`config.mk`:
```
export PLATFORM = sky130hd
export DESIGN_NAME = frame_collector
export DESIGN_NICKNAME = d
export VERILOG_FILES = /design/src/logic/fas_pkg.sv /design/src/logic/frame_collector.sv
export SDC_FILE = /design/constraint.sdc
export NUM_CORES = 1
export LEC_CHECK = 0
export BUFFER_PORTS_ARGS = -buffer_cell sky130_fd_sc_hd__buf_4
export CORE_AREA = 2 2 307 309
export CTS_BUF_LIST = sky130_fd_sc_hd__clkbuf_4
export DETAILED_ROUTE_END_ITERATION = 6
export DIE_AREA = 0 0 309 311
export GPL_ROUTABILITY_DRIVEN = 0
export PLACE_DENSITY = 0.37
export SLEW_MARGIN = 20
export SYNTH_ARGS = -nofsm -noshare
export SYNTH_HDL_FRONTEND = slang
export SYNTH_SLANG_ARGS = --single-unit
```
`constraint.sdc`:
```
create_clock -name clk -period 9 [get_ports clk]
set_input_delay 1.8 -clock clk [delete_from_list [all_inputs] [get_ports clk]]
set_output_delay 1.8 -clock clk [all_outputs]
set_load 0.005 [all_outputs]
```
`src/logic/fas_pkg.sv`:
```
//////////////////////////////////////////////////
// Shared widths, FIR and twiddle tables, and the frame types
// of the filter and spectrum chain. Imported by every RTL block
//////////////////////////////////////////////////
package fas_pkg;

  //////////////////////////////////////////////////
  // Widths and sizes
  //////////////////////////////////////////////////
  parameter int SAMPLE_W = 16;   // Input and filtered samples
  parameter int COEF_W   = 20;   // FIR coefficient word
  parameter int FRAC_W   = 16;   // Q16 fraction bits
  parameter int ACC_W    = 24;   // FFT datapath, 1 bit growth per stage
  parameter int N_TAPS   = 32;
  parameter int N_POINTS = 16;
  parameter int N_STAGES = 4;

  //////////////////////////////////////////////////
  // Symmetric low-pass FIR, tap 0 on the newest sample
  //////////////////////////////////////////////////
  parameter logic signed [COEF_W-1:0] fir_coef [N_TAPS] = '{
    20'shFFF9E, 20'shFFF86, 20'shFFFA7, 20'sh0003B,
    20'sh0014B, 20'sh0024A, 20'sh00222, 20'shFFFE4,
    20'shFFBC5, 20'shFF7CA, 20'shFF74E, 20'shFFD74,
    20'sh00B1A, 20'sh01DAC, 20'sh02F9E, 20'sh03AA9,
    20'sh03AA9, 20'sh02F9E, 20'sh01DAC, 20'sh00B1A,
    20'shFFD74, 20'shFF74E, 20'shFF7CA, 20'shFFBC5,
    20'shFFFE4, 20'sh00222, 20'sh0024A, 20'sh0014B,
    20'sh0003B, 20'shFFFA7, 20'shFFF86, 20'shFFF9E
  };

  //////////////////////////////////////////////////
  // Twiddles W16^k in Q16, k = 0..7
  //////////////////////////////////////////////////
  parameter logic signed [FRAC_W+1:0] tw_re [N_POINTS/2] = '{
    18'sd65536,  18'sd60547,  18'sd46340,  18'sd25079,
    18'sd0,     -18'sd25079, -18'sd46340, -18'sd60547
  };                                                    // cos(2*pi*k/16)

  parameter logic signed [FRAC_W+1:0] tw_im [N_POINTS/2] = '{
    18'sd0,     -18'sd25079, -18'sd46340, -18'sd60547,
   -18'sd65536, -18'sd60547, -18'sd46340, -18'sd25079
  };                                                    // -sin(2*pi*k/16)

  //////////////////////////////////////////////////
  // Data types
  //////////////////////////////////////////////////
  typedef logic signed [SAMPLE_W-1:0] sample_t;

  typedef struct packed {
    logic signed [ACC_W-1:0] re;
    logic signed [ACC_W-1:0] im;
  } cplx_t;                                             // 48 bits

  typedef cplx_t [N_POINTS-1:0] frame_t;                // Slot 0 in the low bits

  typedef struct packed {
    logic signed [SAMPLE_W-1:0] re;                     // Upper half
    logic signed [SAMPLE_W-1:0] im;
  } bin_t;

  typedef bin_t [N_POINTS-1:0] spectrum_t;              // Bin 0 in the low bits

  // Clamp a wide signed value into the 16-bit sample range
  function automatic sample_t sat_sample(input logic signed [2*ACC_W-1:0] v);
    logic signed [2*ACC_W-1:0] hi;
    logic signed [2*ACC_W-1:0] lo;
    hi = (2*ACC_W)'((1 <<< (SAMPLE_W - 1)) - 1);
    lo = -hi - 1;
    if (v > hi) begin
      return hi[SAMPLE_W-1:0];
    end else if (v < lo) begin
      return lo[SAMPLE_W-1:0];
    end
    return v[SAMPLE_W-1:0];
  endfunction

endpackage

```
`src/logic/frame_collector.sv`:
```
//////////////////////////////////////////////////
// Serial to parallel framing of filtered samples into FFT frames
//////////////////////////////////////////////////
module frame_collector import fas_pkg::*; #(
  parameter int POINTS = N_POINTS
) (
  input  logic    clk,
  input  logic    rst,
  input  logic    fir_valid,
  input  sample_t fir_d,
  output logic    frame_valid,
  output frame_t  frame
);

  localparam int SLOT_W = $clog2(POINTS);

  logic [SLOT_W-1:0] slot;                    // Next slot to fill
  logic              last_slot;

  assign last_slot = (slot == SLOT_W'(POINTS - 1));

  always_ff @(posedge clk or posedge rst) begin
    if (rst) begin
      slot        <= '0;
      frame_valid <= 1'b0;
      frame       <= '0;
    end else if (fir_valid) begin
      frame[slot].re <= ACC_W'(fir_d);        // Sign-extended real input
      frame[slot].im <= '0;
      frame_valid    <= last_slot;
      if (last_slot) begin
        slot <= '0;
      end else begin
        slot <= slot + 1'b1;
      end
    end else begin
      // Partial frame is dropped on a gap
      slot        <= '0;
      frame_valid <= 1'b0;
    end
  end

endmodule

```
[After elaboration in Yosys (flattened, before gate mapping)]
Index checks and enable logic that the tools add are counted.
Storage, ports and cells
  word-level logic and storage cells: 48
  memories kept: 0
  memory bits (read-only): 0
  bits in writable memories: 0
  bits in registers: 773
  bits in latches: 0
  input port bits: 19
Cells by class
  add/subtract/negate cells: 1
  muxes and demuxes: 9
  shifts and indexed selects: 0
  divide/modulo/power cells: 0
  multipliers: 0
  reductions and logical operators: 1
  equal/unequal tests: 1
  order comparisons: 2
  bitwise logic cells: 0
Operators by type and width (count)
  768-bit bitwise mux: 2
  48-bit demux with 4-bit select: 2
  48-bit two-way mux: 1
  24-bit two-way mux: 1
  4-bit two-way mux: 2
  4-bit by 5-bit < comparator with 1-bit output, second input constant: 1
  4-bit by 1-bit adder with 4-bit output, second input constant: 1
  4-bit == test, second input constant: 1
  4-bit by 1-bit greater-or-equal comparator with 1-bit output, second input constant: 1
  1-bit logical AND: 1
  1-bit two-way mux: 1

[Depth between registers and ports, before layout]
  word-level depth: 6
  depth in mapped cells: 6

[Least setup slack after synthesis]
OpenSTA, ideal clock, no wires.
  path type: in2reg
  from: in fir_valid
  to: reg frame[77] (netlist bit)
  data required time: 8875 ps
  arrival time: 2898 ps
  slack: 5977 ps
  setup time: 125 ps
  stages on the path: 6
  path through: buf_6 nor2b_2 and3b_1 buf_6 buf_6 mux2_2
RTL lines
  start, declared: RTL line frame_collector.sv:9  | input logic fir_valid,
  end, declared: RTL line frame_collector.sv:12  | output frame_t frame

==> impl_metrics.yaml <==
status:
  status: "complete, no violations"
cts:
  cts_max_level: 3
  post_cts_resized: 0
  cts.sinks: 261
  root_buffer: "clkbuf_4"
  cts_tree: "built"
  clk_pin_slew_worst_paths_ns: 0.06
  clk_latency_ns: 0.89
  cts_buffer_depth: 3
  cts_buffers: 84
  postCtsHoldBufs: 0
  post_cts_buffers: 0
die:
  die_y_um: 311
  initial_core_util_pct: 15.21
  fp.coreArea_sq_mm: 0.09277
  dieArea_sq_mm: 0.09610
  die_width_um: 309
  num_rows: 112
  ioPinCount: 788
route:
  drc_errors: 0
  dr.pass1.iters: 4
  post_drt_wl_per_cell_um: 15.46
  vias_per_cell: 2.920
  routed_wl_mm: 42.41
  drtIter0Drc: 201
  vias: 8012
  drtAntennaViolNets: 0
logic_synthesis:
  ys_warn_count: 0
  ys_seq_area_share_pct: 46.27
  synth.avg_cell_area_sq_um: 12.74
  synthTopCellsByArea: "dfrtp_1 (46%), buf_4 (28%), mux2_2 (14%)"
  yosys.cell_types.count: 28
  syn_inst: 1108
  synth_seq_cells: 261
  synth_top_area_share_pct: 46.27
  syn_area_sq_mm: 0.01411
  yosysTopAreaCell: "dfrtp_1"
global_routing:
  grt.overflow.total: 0
  grt_max_degree: 132
  antenna_found_initial: 7
  grtUsageTotal_pct: 8.577
  grt_pass1_wl_mm: 58.93
  grt_pass1_vias: 7895
critical_path:
  setup.worst_path.start: "frame[334]"
  worstSetupEndpointType: "output port"
  cp_data_arrival_time_ns: 1.65
  crit_type: "reg2out"
  reg2reg_from: "slot[3]"
  cp_top_family: "flip-flops"
  cp_num_buf_inv: 1
  startpoint_type: "flop"
  cp_cell_sequence: "buf_4"
  worst_path_largest_cell_delay_ns: 0.59
  crit_fanout: 10
  required_ns: 7.20
  cp_slowest_cell: "dfrtp_1"
final_layout:
  seq_area_sq_mm: 0.006531
  nets: 1456
  mostFrequentLayoutCells: "buf_4 (405), conb_1 (384), dfrtp_1 (261)"
  nFillCells: 10300
  final_common_cell: "buf_4"
  drive_above_1_share_pct: 51.52
  syn2layout_area_growth_pct: 21.00
  multi_input_area_sq_mm: 0.004883
worst_hold_path:
  min_from: "frame[659]"
  min_path_type: "reg2reg"
sta:
  hold_viol_final: 0
  maxSlewViolCount: 0
  setup_viol: 0
  fmax_mhz: 289.6
  tns_ns: 0
  min_period_ns: 3.453
  min_period_over_period_pct: 38.36
  tightest_slew_ns: 1.001
  slew_headroom_pct: 33.05
  hold_ws_ns: 0.4973
  finalClockSkew_ns: 0.06170
  rsz0062_at_grt: "false"
place:
  port_buffers: 403
  dp_hpwl_mm: 29.18
power:
  p_total_mw: 3.448
  vdd.ir_drop.worst_uv: 105.9
  cellLeakagePower_nw: 9.138
  power_per_cell_area_mw_per_mm2: 201.9
run:
  cap_violations: 0
-- stage by stage --
step	util (%)	instances	setup slack, ns	instance area (sq um)
5_1_grt	18.39	2738	5.336	17060
3_3_place_gp	17.33	2600	5.313	16070
3_5_place_dp	17.33	2600	5.242	16070
2_1_floorplan	-	1491	0.01650	15550
6_report	18.41	2744	5.547	17080
4_1_cts	18.36	2734	5.302	17030
-- layout make-up --
| type | count | area share, % |
|---|---|---|
| clock buffers | 110 | 4.835 |
| multi-input cells | 673 | 28.59 |
| repair buffers | 407 | 18.08 |
| inverters | 6 | 0.1758 |
| clock inverters | 24 | 0.7546 |
| diodes | 9 | 0.1319 |
| well taps | 1254 | 9.187 |
| flip-flops and latches | 261 | 38.24 |
-- worst paths after layout --
| path | slack, ns | depth (start not counted) | endpoint |
|---|---|---|---|
| min in group asynchronous | 0.94 | 2 | frame[704] |
| setup reg to reg | 6.47 | 3 | frame[554] |
| max in group asynchronous | 6.36 | 4 | frame[514] |
| hold / removal | 0.50 | 1 | frame[659] |
| setup / recovery | 5.55 | 1 | frame[330] |
| hold reg to reg | 0.50 | 1 | frame[659] |
-- synthesized netlist by cell type --
library cell  number
mux2_4            46
nand4b_4           2
nand4_4            4
nor2b_2            1
nor2_1             1
buf_6             13
mux2_2           176
and2_1             1
o21ai_0            1
inv_1              6
mux2_1            34
dfrtp_1          261
conb_1             1
xnor2_1            1
nand3_4            2
clkbuf_1          16
a311oi_1           1
nor3_4             2
ha_1               4
nand3_2            4
and3b_1            2
and2b_2            1
nor2b_1            1
nand2_1            2
nand3_1            1
buf_2              4
buf_4            518
a21oi_1            2
-- kinds of logic after synthesis --
logic type      synth area share, %
buf+inv                       29.31
flops                         46.27
mux                           21.65
simple gates                  2.154
fa+ha+maj                    0.3546
compound gates               0.1684
other cells                 0.02657
xor+xnor                    0.06206
-- power by group --
part,internal (mW),switching (mW),total (mW)
sequential,1.35,0.129,1.48
combinational,0.471,0.323,0.794
clock,0.589,0.582,1.17
total,2.41,1.03,3.45
-- metal layers --
layer / vias to the layer above / track usage [%] / share of wire [%]
li1: 3455 / - / -
met1: 3993 / 9.546 / 38
met3: 77 / 4.100 / 11
met2: 483 / 13.80 / 48
met5: - / 0 / 0.052
met4: 4 / 3.861 / 2.8
-- state kept, by name, indices dropped and copies added (netlist names) --
name,flops
frame,256
slot,4
frame_valid,1
(Power assumes the default switching activity.)
