[src/logic/fas_pkg.sv]
//////////////////////////////////////////////////
// Shared widths, FIR and twiddle tables, and the frame types
// of the filter and spectrum chain. Imported by every RTL block
//////////////////////////////////////////////////
package fas_pkg;

  //////////////////////////////////////////////////
  // Widths and sizes
  //////////////////////////////////////////////////
  parameter int SAMPLE_W = 16;   // Input and filtered samples
  parameter int COEF_W   = 20;   // FIR coefficient word
  parameter int FRAC_W   = 16;   // Q16 fraction bits
  parameter int ACC_W    = 24;   // FFT datapath, 1 bit growth per stage
  parameter int N_TAPS   = 32;
  parameter int N_POINTS = 16;
  parameter int N_STAGES = 4;

  //////////////////////////////////////////////////
  // Symmetric low-pass FIR, tap 0 on the newest sample
  //////////////////////////////////////////////////
  parameter logic signed [COEF_W-1:0] fir_coef [N_TAPS] = '{
    20'shFFF9E, 20'shFFF86, 20'shFFFA7, 20'sh0003B,
    20'sh0014B, 20'sh0024A, 20'sh00222, 20'shFFFE4,
    20'shFFBC5, 20'shFF7CA, 20'shFF74E, 20'shFFD74,
    20'sh00B1A, 20'sh01DAC, 20'sh02F9E, 20'sh03AA9,
    20'sh03AA9, 20'sh02F9E, 20'sh01DAC, 20'sh00B1A,
    20'shFFD74, 20'shFF74E, 20'shFF7CA, 20'shFFBC5,
    20'shFFFE4, 20'sh00222, 20'sh0024A, 20'sh0014B,
    20'sh0003B, 20'shFFFA7, 20'shFFF86, 20'shFFF9E
  };

  //////////////////////////////////////////////////
  // Twiddles W16^k in Q16, k = 0..7
  //////////////////////////////////////////////////
  parameter logic signed [FRAC_W+1:0] tw_re [N_POINTS/2] = '{
    18'sd65536,  18'sd60547,  18'sd46340,  18'sd25079,
    18'sd0,     -18'sd25079, -18'sd46340, -18'sd60547
  };                                                    // cos(2*pi*k/16)

  parameter logic signed [FRAC_W+1:0] tw_im [N_POINTS/2] = '{
    18'sd0,     -18'sd25079, -18'sd46340, -18'sd60547,
   -18'sd65536, -18'sd60547, -18'sd46340, -18'sd25079
  };                                                    // -sin(2*pi*k/16)

  //////////////////////////////////////////////////
  // Data types
  //////////////////////////////////////////////////
  typedef logic signed [SAMPLE_W-1:0] sample_t;

  typedef struct packed {
    logic signed [ACC_W-1:0] re;
    logic signed [ACC_W-1:0] im;
  } cplx_t;                                             // 48 bits

  typedef cplx_t [N_POINTS-1:0] frame_t;                // Slot 0 in the low bits

  typedef struct packed {
    logic signed [SAMPLE_W-1:0] re;                     // Upper half
    logic signed [SAMPLE_W-1:0] im;
  } bin_t;

  typedef bin_t [N_POINTS-1:0] spectrum_t;              // Bin 0 in the low bits

  // Clamp a wide signed value into the 16-bit sample range
  function automatic sample_t sat_sample(input logic signed [2*ACC_W-1:0] v);
    logic signed [2*ACC_W-1:0] hi;
    logic signed [2*ACC_W-1:0] lo;
    hi = (2*ACC_W)'((1 <<< (SAMPLE_W - 1)) - 1);
    lo = -hi - 1;
    if (v > hi) begin
      return hi[SAMPLE_W-1:0];
    end else if (v < lo) begin
      return lo[SAMPLE_W-1:0];
    end
    return v[SAMPLE_W-1:0];
  endfunction

endpackage

[src/logic/spectrum_packer.sv]
//////////////////////////////////////////////////
// Reorders the DIF output into natural bin order and packs
// saturated 16-bit bins into the registered spectrum
//////////////////////////////////////////////////
module spectrum_packer import fas_pkg::*; (
  input  logic      clk,
  input  logic      rst,
  input  logic      in_valid,
  input  frame_t    in_frame,
  output logic      fft_valid,
  output spectrum_t fft_d
);

  spectrum_t spec_nxt;

  // Reverse the low N_STAGES bits of an index
  function automatic int bit_rev(input int k);
    int r;
    r = 0;
    for (int i = 0; i < N_STAGES; i++) begin
      r = r | (((k >> i) & 1) << (N_STAGES - 1 - i));
    end
    return r;
  endfunction

  always_comb begin
    cplx_t src;
    for (int k = 0; k < N_POINTS; k++) begin
      src            = in_frame[bit_rev(k)];             // DIF leaves bins bit-reversed
      spec_nxt[k].re = sat_sample((2*ACC_W)'(src.re));
      spec_nxt[k].im = sat_sample((2*ACC_W)'(src.im));
    end
  end

  always_ff @(posedge clk or posedge rst) begin
    if (rst) begin
      fft_valid <= 1'b0;
      fft_d     <= '0;
    end else begin
      fft_valid <= in_valid;
      fft_d     <= spec_nxt;
    end
  end

endmodule

[config.mk]
export PLATFORM = sky130hd
export DESIGN_NAME = spectrum_packer
export DESIGN_NICKNAME = d
export VERILOG_FILES = /design/src/logic/fas_pkg.sv /design/src/logic/spectrum_packer.sv
export SDC_FILE = /design/constraint.sdc
export NUM_CORES = 1
export LEC_CHECK = 0
export BUFFER_PORTS_ARGS = -buffer_cell sky130_fd_sc_hd__buf_2
export CAP_MARGIN = 20
export CORE_AREA = 2 2 505 507
export DETAILED_ROUTE_END_ITERATION = 12
export DIE_AREA = 0 0 507 509
export GPL_TIMING_DRIVEN = 0
export SETUP_SLACK_MARGIN = 0.15
export SLEW_MARGIN = 40
export SYNTH_ARGS = -nofsm -noshare
export SYNTH_HDL_FRONTEND = slang
export SYNTH_SLANG_ARGS = --single-unit
[constraint.sdc]
create_clock -name clk -period 19.9 [get_ports clk]
set_input_delay 1.99 -clock clk [delete_from_list [all_inputs] [get_ports clk]]
set_output_delay 1.99 -clock clk [all_outputs]
set_load 0.02 [all_outputs]
Word level (Yosys, flattened, before mapping)
Index checks and enable logic that the tools add are counted.
- flip-flop bits (word level): 513
- $lt $le $gt $ge: 64
- multiplexer cells: 160
- operators with widths (operator ; number):
    16-bit 2-to-1 mux ; 96
    24-bit by 16-bit > comparator with 1-bit output (second input constant) ; 32
    24-bit by 16-bit < comparator with 1-bit output (second input constant) ; 32
    1-bit 2-to-1 mux ; 64

Logic depth before layout (Yosys ltp)
Gate-level depths: netlist (run 1).
- word-level depth: 4
- gate-level depth with buffers: 5

Least setup slack after synthesis (run 1)
OpenSTA, ideal clock, no wires.
- kind: input to register
- start point: input port in_frame[593] (netlist name)
- end point: register fft_d[101] (netlist name)
- library setup time: 130 ps
- data arrival time: 2773 ps
- slack: 16997 ps
- cell stages on the path: 4
- path through: nor4_1 nand2_1 buf_6 a2bb2oi_2
- RTL lines (element ; RTL line ; source):
    from (decl) ; spectrum_packer.sv:9 ; input frame_t in_frame,
    to (signal assigned) ; spectrum_packer.sv:41 ; fft_d <= spec_nxt;
    to (decl) ; spectrum_packer.sv:11 ; output spectrum_t fft_d

Worst setup path in the final report (run 1)
- start point: register fft_d[220] (netlist name)
- end point: output port fft_d[220] (netlist name)
No word-level cell between the ends.

==> qor.log, run 1 <==
INFO  timing         report.final.hold_viol_count=0
INFO  clock_network  clock-root-buffer=clkbuf_16
INFO  layout         final_layout_size_suffix_gt1_share=47.6%
INFO  grt            grt_first_pass_wirelength=227mm
INFO  place          numPortBuffers=1251
INFO  detailed_routing drt.antenna.violating_nets=0
INFO  timing         max_freq=289MHz
INFO  synthesis      syn_avg_cell_area=11.5squm
INFO  floorplanning  dieArea=258000squm
INFO  clock_network  cts.reportedPaths.clkPinSlew=0.07ns
INFO  clock_network  cts_stage_hold_buffer_count=0
INFO  floorplanning  pin_count=1284
INFO  critical_path  critical_path.top_delay_family=flip-flops
INFO  clock_network  cts_setup_buffers=0
INFO  timing         share_of_the_clock_period_used_by_the_worst_path=17.4%
INFO  place          post-dp-hpwl=157mm
INFO  timing         finalCriticalPeriod=3.46ns
INFO  grt            grt.overflow.total=0
INFO  detailed_routing detail_route.wl_per_cell=27.0um
INFO  floorplanning  initial_utilization=8.61%
INFO  clock_network  clock_sinks=513
INFO  critical_path  path_depth=1
INFO  clock_network  clk_path_buf_depth=3
INFO  detailed_routing first_pass_iters=5
INFO  grt            first_global_vias=22.7k
INFO  floorplanning  core_area=253000squm
INFO  floorplanning  num_rows=185
INFO  clock_network  tritoncts.num_buffers=70
INFO  critical_path  worst-path-max-fanout=1
INFO  synthesis      mappedNetlistArea=21800squm
INFO  critical_path  slowest_delay=0.44ns
INFO  clock_network  ctsResizeCount=0
INFO  timing         setup_viol=0
INFO  critical_path  worst_path_max_delay_cell=dfrtp_1
INFO  critical_path  cp-end-kind=output pin
INFO  floorplanning  fp.dieH=509um
INFO  layout         num-nets-final=3993
INFO  synthesis      synth_fp_nets=2662
INFO  detailed_routing drt_initial_violations=1960
INFO  grt            antenna_found_initial=197
INFO  synthesis      yosys_register_bits=513
INFO  run            maxCapViolCount=0
INFO  timing         timing_max_transition_violations_final=0
INFO  critical_path  crit_arrival=1.47ns
INFO  timing         hold_slack=1.26ns
INFO  place          gpl.final_weighted_congestion=0.995
INFO  timing         tightest_slew=0.990ns
INFO  detailed_routing drc=0
INFO  critical_path  timing.critical_path.from_type=flop
INFO  timing         setup-tns-final=0ns
INFO  critical_path  critical_path.cell_chain=buf_2
INFO  detailed_routing vias_per_cell=3.49
INFO  detailed_routing totalWireLength=182mm
INFO  layout         area.growth.synth_to_final=61.1%
INFO  grt            grt_start_max_net_pins=75
INFO  synthesis      syn_inst=1891
INFO  critical_path  critPathRequiredTime=17.91ns
INFO  synthesis      yosysUniqueCellTypes=12
INFO  layout         final_cell_area=35100squm
INFO  critical_path  timing.setup.critical_path_class=flop to output pin
INFO  clock_network  cts.htree.levels=3
INFO  power          static-leakage-power=15.3nW
INFO  timing         rsz0062_at_grt=false
INFO  critical_path  cp_num_buf_inv=1
INFO  place          cell_area_after_placement=32500squm
INFO  detailed_routing num_vias=23.5k
INFO  grt            grt_util_all_layers=13.4%
INFO  timing         slew_headroom=33.7%
INFO  status         run_status=finished clean
INFO  synthesis      seq_area_frac_synth=59.0%
INFO  power          powerDensity=82.2nW/um^2
INFO  clock_network  clock_tree_from_tritoncts=yes
INFO  worst_hold_path class_of_the_worst_hold_path=input port to async pin
INFO  power          vdd.ir_drop.worst=55.6uV
INFO  floorplanning  die_outline_width=507um
INFO  synthesis      synth_warnings=0
## cells in the mapped netlist (all sizes together)
cell     count  area (sq um)
buf        161           812
inv          1          3.75
and4        64           561
a2bb2oi    480          4270
nand2       33           124
nand3      479          2400
nor4        64           400
dfrtp      513         12800
a21oi        1          5.00
clkbuf      95           357
## cell families after synthesis
kind of cell	count (synthesis)	share of synthesized area, %
flip-flops	513	59.0
buffers and inverters	257	5.39
AND/OR/NAND/NOR	640	16.0
AO/OA/AOI/OAI	481	19.6
## sequential cells by signal (all words and copies together) (netlist names)
register and flops:
fft_d 512, fft_valid 1
## power breakdown
group	internal [W]	leakage, nW	total, W	switching, W
clock network	0.000741	1.14	0.00133	0.000588
registers	0.00110	5.98	0.00112	0.0000199
logic	0.000147	8.17	0.000436	0.000288
## cell type report
cell class / instances / area, sq um
antenna: 87 / 218
buffer: 256 / 1170
clock buffer: 86 / 1920
clock inverter: 43 / 423
fill: 28900 / 218000
inverter: 1 / 11.3
multi-input combinational: 1121 / 7790
sequential: 513 / 12800
tap: 3366 / 4210
timing repair buffer: 1259 / 6480
## placed cells by master, fill, tap and decap left out
cell	netlist	routed
clkinv_4	0	10
and4_1	64	64
buf_6	1	1
nand2_1	33	33
a2bb2oi_2	10	15
clkbuf_2	0	1
inv_8	0	3
inv_16	0	3
bufinv_16	0	3
clkbuf_16	0	71
dfrtp_1	513	513
a21oi_1	1	1
buf_16	0	8
clkinv_2	0	12
nor4_2	0	1
clkbuf_1	95	100
nand3_1	479	479
buf_2	160	1411
a2bb2oi_1	470	465
clkbuf_8	0	9
nor4_1	64	63
diode_2	0	87
clkinvlp_4	0	9
inv_6	0	4
## worst max path at each step
stage	start	endpoint	slack, ns
final	fft_d[220]$_DFF_PP0_	fft_d[220]	16.44
after detailed placement	in_frame[639]	fft_d[360]$_DFF_PP0_	15.95
after global placement	rst	fft_d[289]$_DFF_PP0_	-4.38
after CTS	fft_d[220]$_DFF_PP0_	fft_d[220]	16.28
after floorplan	rst	fft_d[0]$_DFF_PP0_	3.58
after global routing	fft_d[220]$_DFF_PP0_	fft_d[220]	16.33
## metal layers
layer / GRT usage, % / part of all wire (%) / vias up
li1: - / - / 10000
met1: 14.7 / 36 / 11200
met2: 20.0 / 42 / 1668
met3: 7.38 / 14 / 515
met4: 8.79 / 7.8 / 86
met5: 0 / 0.32 / -
## per-stage QoR
stage	power (W)	std cells	util (%)	setup WS [ns]
6_report	0.00288	6732	13.9	16.44
5_1_grt	0.00301	6697	13.8	16.33
4_1_cts	0.00295	6645	13.8	16.28
3_5_place_dp	0.00157	6516	12.8	15.95
3_3_place_gp	0.00157	6508	12.8	-4.38
2_1_floorplan	0.00131	1891	-	3.58
Power figures use the tool's default switching activity.
==> run 2: changes to the inputs <==
--- a/config.mk
+++ b/config.mk
@@ -5,11 +5,12 @@
 export SDC_FILE = /design/constraint.sdc
 export NUM_CORES = 1
 export LEC_CHECK = 0
+export ABC_AREA = 1
 export BUFFER_PORTS_ARGS = -buffer_cell sky130_fd_sc_hd__buf_2
 export CAP_MARGIN = 20
-export CORE_AREA = 2 2 505 507
+export CORE_AREA = 2 2 494 496
 export DETAILED_ROUTE_END_ITERATION = 12
-export DIE_AREA = 0 0 507 509
+export DIE_AREA = 0 0 496 498
 export GPL_TIMING_DRIVEN = 0
 export SETUP_SLACK_MARGIN = 0.15
 export SLEW_MARGIN = 40
==> constraint.sdc (replaced) <==
create_clock -name clk -period 2.8 [get_ports clk]
set_input_delay 0.28 -clock clk [delete_from_list [all_inputs] [get_ports clk]]
set_output_delay 0.28 -clock clk [all_outputs]
set_load 0.02 [all_outputs]
==> run 2 against run 1 <==
  * Count of clock-buffer cells in the layout is 3 higher
  * Design area is 15% higher
  * Critical path depth is 7 higher
  * Die area is 4.3% lower
  * Sequential share of layout area is 4.7 points lower
  * Clock power grew to 7.1 times the previous value
  * Wire length is 4.5% higher
  * Cell count is 11% higher
  * Via count is 1.9% lower
  * Largest cell class is now non-clock buffers
  * Utilization is 2.7 points higher
==> qor.log, run 2 <==
INFO  critical_path  path_depth=8
INFO  synthesis      flip_flop_cell_with_the_highest_count_after_synthesis=dfrtp_1
INFO  run            maxCapViolCount=0
INFO  layout         area.growth.synth_to_final=105%
INFO  detailed_routing drt.antenna.violating_nets=0
INFO  floorplanning  die_outline_width=496um
INFO  timing         tightest_slew=0.610ns
INFO  clock_network  clock_sinks=513
INFO  synthesis      netlist.area_leader.share=65.3%
INFO  grt            grt_start_max_net_pins=25
INFO  layout         mostFrequentLayoutCells=1283 x buf_2, 1184 x nand2_1, 691 x dlygate4sd3_1, 513 x dfrtp_1, 191 x nor2_1
INFO  synthesis      yosysUniqueCellTypes=8
INFO  detailed_routing first_pass_iters=6
INFO  synthesis      syn_avg_cell_area=9.58squm
INFO  synthesis      seq_area_frac_synth=65.3%
INFO  clock_network  tritoncts.num_buffers=71
INFO  layout         mostFrequentLayoutCell=buf_2
INFO  synthesis      ys_top_cells_by_area=dfrtp_1 65%, nand2_1 23%, buf_6 3.7%, nor2_1 3.7%, o21bai_4 3.1%
INFO  synthesis      post_synth_fa_ha_maj_area_fraction=0%
INFO  detailed_routing drc=0
INFO  synthesis      synth_warnings=0
INFO  critical_path  cp-end-kind=flop
INFO  floorplanning  num_rows=181
INFO  synthesis      async_reset_ff_share=100%
INFO  timing         max_freq=501MHz
INFO  critical_path  timing.critical_path.from_type=input port
INFO  layout         top_regs=fft_d: 512 flops, fft_valid: 1 flops
INFO  layout         final_core_util=16.6%
INFO  synthesis      synth_compound_area_share=3.06%
INFO  clock_network  cts.htree.levels=3
INFO  floorplanning  fp.dieH=498um
INFO  synthesis      syn_inst=2050
INFO  layout         top_register=fft_d
INFO  grt            grt.overflow.total=0
INFO  synthesis      yosys_register_bits=513
INFO  synthesis      post_synthesis_simple_gate_area_fraction=27.3%
INFO  floorplanning  initial_utilization=8.12%
INFO  floorplanning  pin_count=1284
INFO  timing         setup-tns-final=0ns
INFO  power          powerDensity=555nW/um^2
INFO  critical_path  critPathRequiredTime=3.37ns
INFO  clock_network  clk_path_buf_depth=3
INFO  detailed_routing vias_per_cell=3.08
INFO  clock_network  clock_tree_from_tritoncts=yes
INFO  critical_path  critical_path.top_delay_family=buffers and inverters
INFO  critical_path  critical_path.cell_chain=dlygate4sd3_1 -> buf_2 -> nand2_2 -> buf_6 -> nand2_1 -> dlygate4sd3_1 -> nand2_1 -> dlygate4sd3_1
INFO  status         run_status=finished clean
INFO  layout         largest_reg_flops=512
INFO  place          post-dp-hpwl=166mm
INFO  worst_hold_path class_of_the_worst_hold_path=input port to flop
INFO  detailed_routing num_vias=23.0k
INFO  synthesis      synthMuxAreaShare=0%
INFO  synthesis      synth_edf_count=0
INFO  grt            antenna_found_initial=159
INFO  critical_path  timing.setup.critical_path_class=input port to flop
INFO  grt            grt_util_all_layers=14.8%
INFO  critical_path  crit_arrival=2.57ns
INFO  place          gpl.final_weighted_congestion=1.04
INFO  detailed_routing totalWireLength=190mm
INFO  timing         setup_viol=0
INFO  timing         rsz0062_at_grt=false
INFO  clock_network  clock-root-buffer=clkbuf_16
INFO  synthesis      mappedNetlistArea=19600squm
INFO  synthesis      synth_fp_nets=2821
INFO  synthesis      post-synth-top-count-cell=nand2_1
INFO  clock_network  ctsResizeCount=0
INFO  critical_path  slowest_delay=0.64ns
INFO  grt            grt_first_pass_wirelength=234mm
INFO  timing         slew_headroom=59.2%
INFO  clock_network  cts_setup_buffers=0
INFO  synthesis      synth-xor-area-share=0%
INFO  timing         report.final.hold_viol_count=0
INFO  critical_path  worst-path-max-fanout=10
INFO  critical_path  worst_path_max_delay_cell=dlygate4sd3_1
INFO  critical_path  crit_path_capture=fft_d[364]$_DFF_PP0_
INFO  critical_path  worst_path_most_repeated_cell=dlygate4sd3_1
INFO  power          static-leakage-power=18.5nW
INFO  grt            first_global_vias=23.5k
INFO  floorplanning  core_area=242000squm
INFO  synthesis      largest_family_of_logic_cells_by_synthesized_area=simple AND/OR/NAND/NOR gates
INFO  clock_network  cts.reportedPaths.clkPinSlew=0.06ns
INFO  critical_path  critical_path.startpoint=in_frame[647]
INFO  synthesis      yosys.area.top_type=dfrtp_1
INFO  critical_path  cp_num_buf_inv=5
INFO  timing         share_of_the_clock_period_used_by_the_worst_path=71.3%
INFO  layout         final_layout_size_suffix_gt1_share=37.2%
INFO  timing         hold_slack=0.0859ns
INFO  layout         num-nets-final=4895
INFO  timing         finalCriticalPeriod=2.00ns
INFO  place          numPortBuffers=1283
INFO  synthesis      synth_top_cells_by_count=1184 x nand2_1, 513 x dfrtp_1, 192 x nor2_1
INFO  floorplanning  dieArea=247000squm
INFO  timing         timing_max_transition_violations_final=0
INFO  detailed_routing drt_initial_violations=1563
INFO  power          vdd.ir_drop.worst=365uV
INFO  detailed_routing detail_route.wl_per_cell=25.4um
run 2: changes by cell type after synthesis, sizes merged, moves of 64 or more:
cell / change
nand2: +1183
nor4: -64
buf: -97
nand3: -479
and4: -64
a2bb2oi: -480
nor2: +192
run 2: metrics by stage:
| step | total power (W) | setup slack (ns) | area (sq um) | std cells |
|---|---|---|---|---|
| 2_1_floorplan | 0.00963 | -4.45 | 19700 | 2050 |
| 3_3_place_gp | 0.0120 | -9.08 | 30100 | 6535 |
| 3_5_place_dp | 0.0121 | 0.548 | 30700 | 6562 |
| 4_1_cts | 0.0229 | 0.787 | 39900 | 7375 |
| 5_1_grt | 0.0234 | 0.600 | 40100 | 7446 |
| 6_report | 0.0223 | 0.803 | 40200 | 7484 |
run 2: tightest hold or removal path: stages:
cell      delay [ns]
buf_2           0.09
nor2_1          0.04
nand2_1         0.09
o21bai_4        0.11
nand2_1         0.12
run 2: layout make-up:
| class | instances | area [sq um] |
|---|---|---|
| multi-input cells | 1440 | 5970 |
| clock inverters | 33 | 400 |
| inverters | 1 | 7.51 |
| flip-flops and latches | 513 | 12800 |
| plain buffers | 96 | 841 |
| fillers | 27200 | 202000 |
| repair buffers | 2001 | 13900 |
| well taps | 3202 | 4010 |
| diodes | 109 | 273 |
| clock buffers | 89 | 1930 |
run 2: timing repair:
item	in CTS	in global routing
hold buffers	691	0
setup endpoints to repair	0	0
endpoints found under the hold margin	553	0
run 2: layer usage:
metal | GRT usage, % | routed length, um | up-vias
met4 | 7.07 | 9140 | 58
met3 | 5.88 | 19500 | 360
met5 | 0 | 393 | -
met1 | 17.1 | 75800 | 10800
li1 | - | - | 10500
met2 | 23.8 | 85300 | 1340
run 2: worst min path at each step:
stage | endpoint | start | cells past startpoint
after global routing | fft_d[43]$_DFF_PP0_ | in_frame[395] | 3
final | fft_d[435]$_DFF_PP0_ | in_frame[574] | 5
after detailed placement | fft_d[173]$_DFF_PP0_ | rst | 2
after floorplan | fft_valid$_DFF_PP0_ | in_valid | 0
after global placement | fft_valid$_DFF_PP0_ | in_valid | 1
after CTS | fft_d[32]$_DFF_PP0_ | in_frame[404] | 5
run 2: cell families (layout without fill, tap and decap cells):
| logic type | count (synthesis) | count (layout) |
|---|---|---|
| AO/OA/AOI/OAI | 32 | 32 |
| flip-flops | 513 | 513 |
| other | 0 | 109 |
| AND/OR/NAND/NOR | 1408 | 1408 |
| buffers and inverters | 97 | 2220 |
run 2: report_power, final:
part / internal [W] / switching (W)
sequential: 0.00789 / 0.000150
clock: 0.00546 / 0.00402
combinational: 0.00182 / 0.00298
total: 0.0152 / 0.00715
==> run 3: changes to the inputs <==
==> constraint.sdc (replaced) <==
create_clock -name clk -period 1.8 [get_ports clk]
set_input_delay 0.18 -clock clk [delete_from_list [all_inputs] [get_ports clk]]
set_output_delay 0.18 -clock clk [all_outputs]
set_load 0.02 [all_outputs]
==> run 3 against run 2 <==
  * Cell count increased by 4.5%
  * Flip-flop and latch count unchanged
  * Non-clock buffer count increased by 339
  * Via count increased by 6.7%
  * Sequential power increased by 55%
  * Combinational power increased by 71%
  * Global-route usage increased by 0.36 points
  * Critical path type unchanged
  * Highest routed layer unchanged
==> qor.log, run 3 (same netlist as run 2, synthesis figures left out) <==
INFO  status         run_status=finished clean
INFO  run            maxCapViolCount=0
INFO  detailed_routing detail_route.wl_per_cell=24.9um
INFO  critical_path  worst-path-max-fanout=7
INFO  detailed_routing totalWireLength=195mm
INFO  grt            top_usage_layer=met2
INFO  grt            grt.met3_usage=5.76%
INFO  detailed_routing vias_per_cell=3.14
INFO  layout         num-nets-final=5234
INFO  layout         top_register=fft_d
INFO  layout         num-fill-cells=26.9k
INFO  critical_path  worst_path_most_repeated_cell=dlygate4sd3_1
INFO  timing         finalCriticalPeriod=1.71ns
INFO  critical_path  timing.critical_path.from_type=input port
INFO  grt            groute.layer.met2.usage=24.3%
INFO  timing         setup-tns-final=0ns
INFO  worst_hold_path class_of_the_worst_hold_path=input port to flop
INFO  layout         final_core_util=18.1%
INFO  timing         setup_viol=0
INFO  detailed_routing first_pass_iters=7
INFO  layout         mostFrequentLayoutCell=buf_2
INFO  clock_network  cts.htree.levels=3
INFO  grt            grt_util_all_layers=15.2%
INFO  floorplanning  num_rows=181
INFO  layout         largest_reg_flops=512
INFO  timing         max_freq=583MHz
INFO  layout         final_cell_area=43800squm
INFO  layout         area.sequential=12800squm
INFO  detailed_routing drt_initial_violations=1642
INFO  timing         timing_max_transition_violations_final=0
INFO  detailed_routing num_vias=24.6k
INFO  critical_path  critPathRequiredTime=2.35ns
INFO  place          cell_area_after_placement=30700squm
INFO  clock_network  clock-root-buffer=clkbuf_16
INFO  grt            grt_first_pass_wirelength=242mm
INFO  critical_path  critical_path.cell_chain=dlygate4sd3_1 -> buf_6 -> nand2_8 -> nand2_1 -> dlygate4sd3_1 -> nand2_1 -> dlygate4sd3_1
INFO  timing         slew_headroom=54.0%
INFO  power          static-leakage-power=19.7nW
INFO  grt            antenna_found_initial=163
INFO  floorplanning  initial_utilization=8.12%
INFO  clock_network  cts.reportedPaths.clkPinSlew=0.06ns
INFO  layout         top_regs=fft_d: 512 flops, fft_valid: 1 flops
INFO  grt            grt_start_max_net_pins=25
INFO  layout         area.growth.synth_to_final=123%
INFO  timing         tightest_slew=0.687ns
INFO  detailed_routing drc=0
INFO  critical_path  cp-end-kind=flop
INFO  timing         report.final.hold_viol_count=0
INFO  floorplanning  die_outline_width=496um
INFO  timing         share_of_the_clock_period_used_by_the_worst_path=95.2%
INFO  grt            gr-usage-met1=17.4%
INFO  place          post-dp-hpwl=166mm
INFO  clock_network  clock_sinks=513
INFO  clock_network  tritoncts.num_buffers=71
INFO  critical_path  slowest_delay=0.61ns
INFO  critical_path  critical_path.top_delay_family=buffers and inverters
INFO  critical_path  crit_arrival=2.26ns
INFO  layout         final_cell_count_no_fill=7823
INFO  place          numPortBuffers=1283
INFO  timing         hold_slack=0.0221ns
INFO  layout         multi_input_comb_area=6040squm
INFO  detailed_routing drt.antenna.violating_nets=0
INFO  place          placedCellCount=6562
INFO  clock_network  clk_path_buf_depth=3
INFO  critical_path  timing.setup.critical_path_class=input port to flop
INFO  clock_network  clock_tree_from_tritoncts=yes
INFO  floorplanning  core_area=242000squm
INFO  grt            grt.overflow.total=0
INFO  timing         rsz0062_at_grt=false
INFO  grt            first_global_vias=25.3k
INFO  layout         mostFrequentLayoutCells=1240 x buf_2, 1184 x nand2_1, 1014 x dlygate4sd3_1, 505 x dfrtp_1, 191 x nor2_1
INFO  floorplanning  fp.dieH=498um
INFO  power          powerDensity=810nW/um^2
INFO  critical_path  worst_path_max_delay_cell=dlygate4sd3_1
INFO  power          vdd.ir_drop.worst=570uV
INFO  place          gpl.final_weighted_congestion=1.04
INFO  floorplanning  pin_count=1284
INFO  floorplanning  dieArea=247000squm
INFO  critical_path  cp_num_buf_inv=4
INFO  layout         final_layout_size_suffix_gt1_share=34.8%
==> run 3: cell count changes in the layout (fill, tap and decap cells not counted), moves of 3 or more <==
| cell | change |
|---|---|
| buf_12 | +3 |
| buf_4 | +43 |
| dfrtp_1 | -8 |
| buf_2 | -43 |
| dlymetal6s4s_1 | +5 |
| buf_6 | +6 |
| nand2_4 | +10 |
| nand2_2 | -11 |
| dfrtp_2 | +8 |
| dlygate4sd3_1 | +323 |
==> run 3: stage by stage <==
step	power [W]	worst slack [ns]
6_report	0.0355	0.0856
5_1_grt	0.0372	0.124
4_1_cts	0.0362	0.0671
3_5_place_dp	0.0188	-0.352
3_3_place_gp	0.0187	-9.98
2_1_floorplan	0.0150	-5.35
==> run 3: layout make-up <==
type	count	share of cell area, %
Timing Repair Buffer	2340	39.9
Sequential cell	513	29.3
Multi-Input combinational cell	1440	13.8
Tap cell	3202	9.14
Clock buffer	89	4.39
Buffer	96	1.93
Clock inverter	33	0.913
Antenna cell	109	0.622
Inverter	1	0.0171
==> run 3: timing repair <==
| item | in CTS | in global routing |
|---|---|---|
| hold buffers | 1030 | 12 |
| buffers inserted | 0 | 3 |
| setup endpoints to repair | 46 | 115 |
| gates resized for setup | 49 | 33 |
| endpoints found under the hold margin | 615 | 11 |
| gates cloned | 0 | 1 |
| pin swaps | 0 | 0 |
==> run 3: tightest hold or removal path, delay by kind of cell <==
kind,cells,cell delay (ns)
simple gates,3,0.20
buf+inv,2,0.27
==> run 3: path summary, 6_finish.rpt <==
path                          startpoint              endpoint  slack, ns  depth (start not counted)
max                        in_frame[335]  fft_d[210]$_DFF_PP0_       0.09                          7
min                        in_frame[599]  fft_d[110]$_DFF_PP0_       0.02                          5
max in group asynchronous            rst  fft_d[414]$_DFF_PP0_       0.52                          9
min in group asynchronous            rst  fft_d[156]$_DFF_PP0_       0.05                          6
==> run 3: report_power, final <==
part / switching, W / internal, W
sequential: 0.000244 / 0.0123
clock: 0.00628 / 0.00850
combinational: 0.00477 / 0.00344
==> run 3: layer usage <==
| layer | share of wire, % | wire length (um) | up-vias |
|---|---|---|---|
| met1 | 40 | 77700 | 11600 |
| met3 | 9.8 | 19100 | 400 |
| li1 | - | - | 11100 |
| met2 | 45 | 86900 | 1373 |
| met5 | 0.21 | 403 | - |
| met4 | 5.6 | 11000 | 62 |
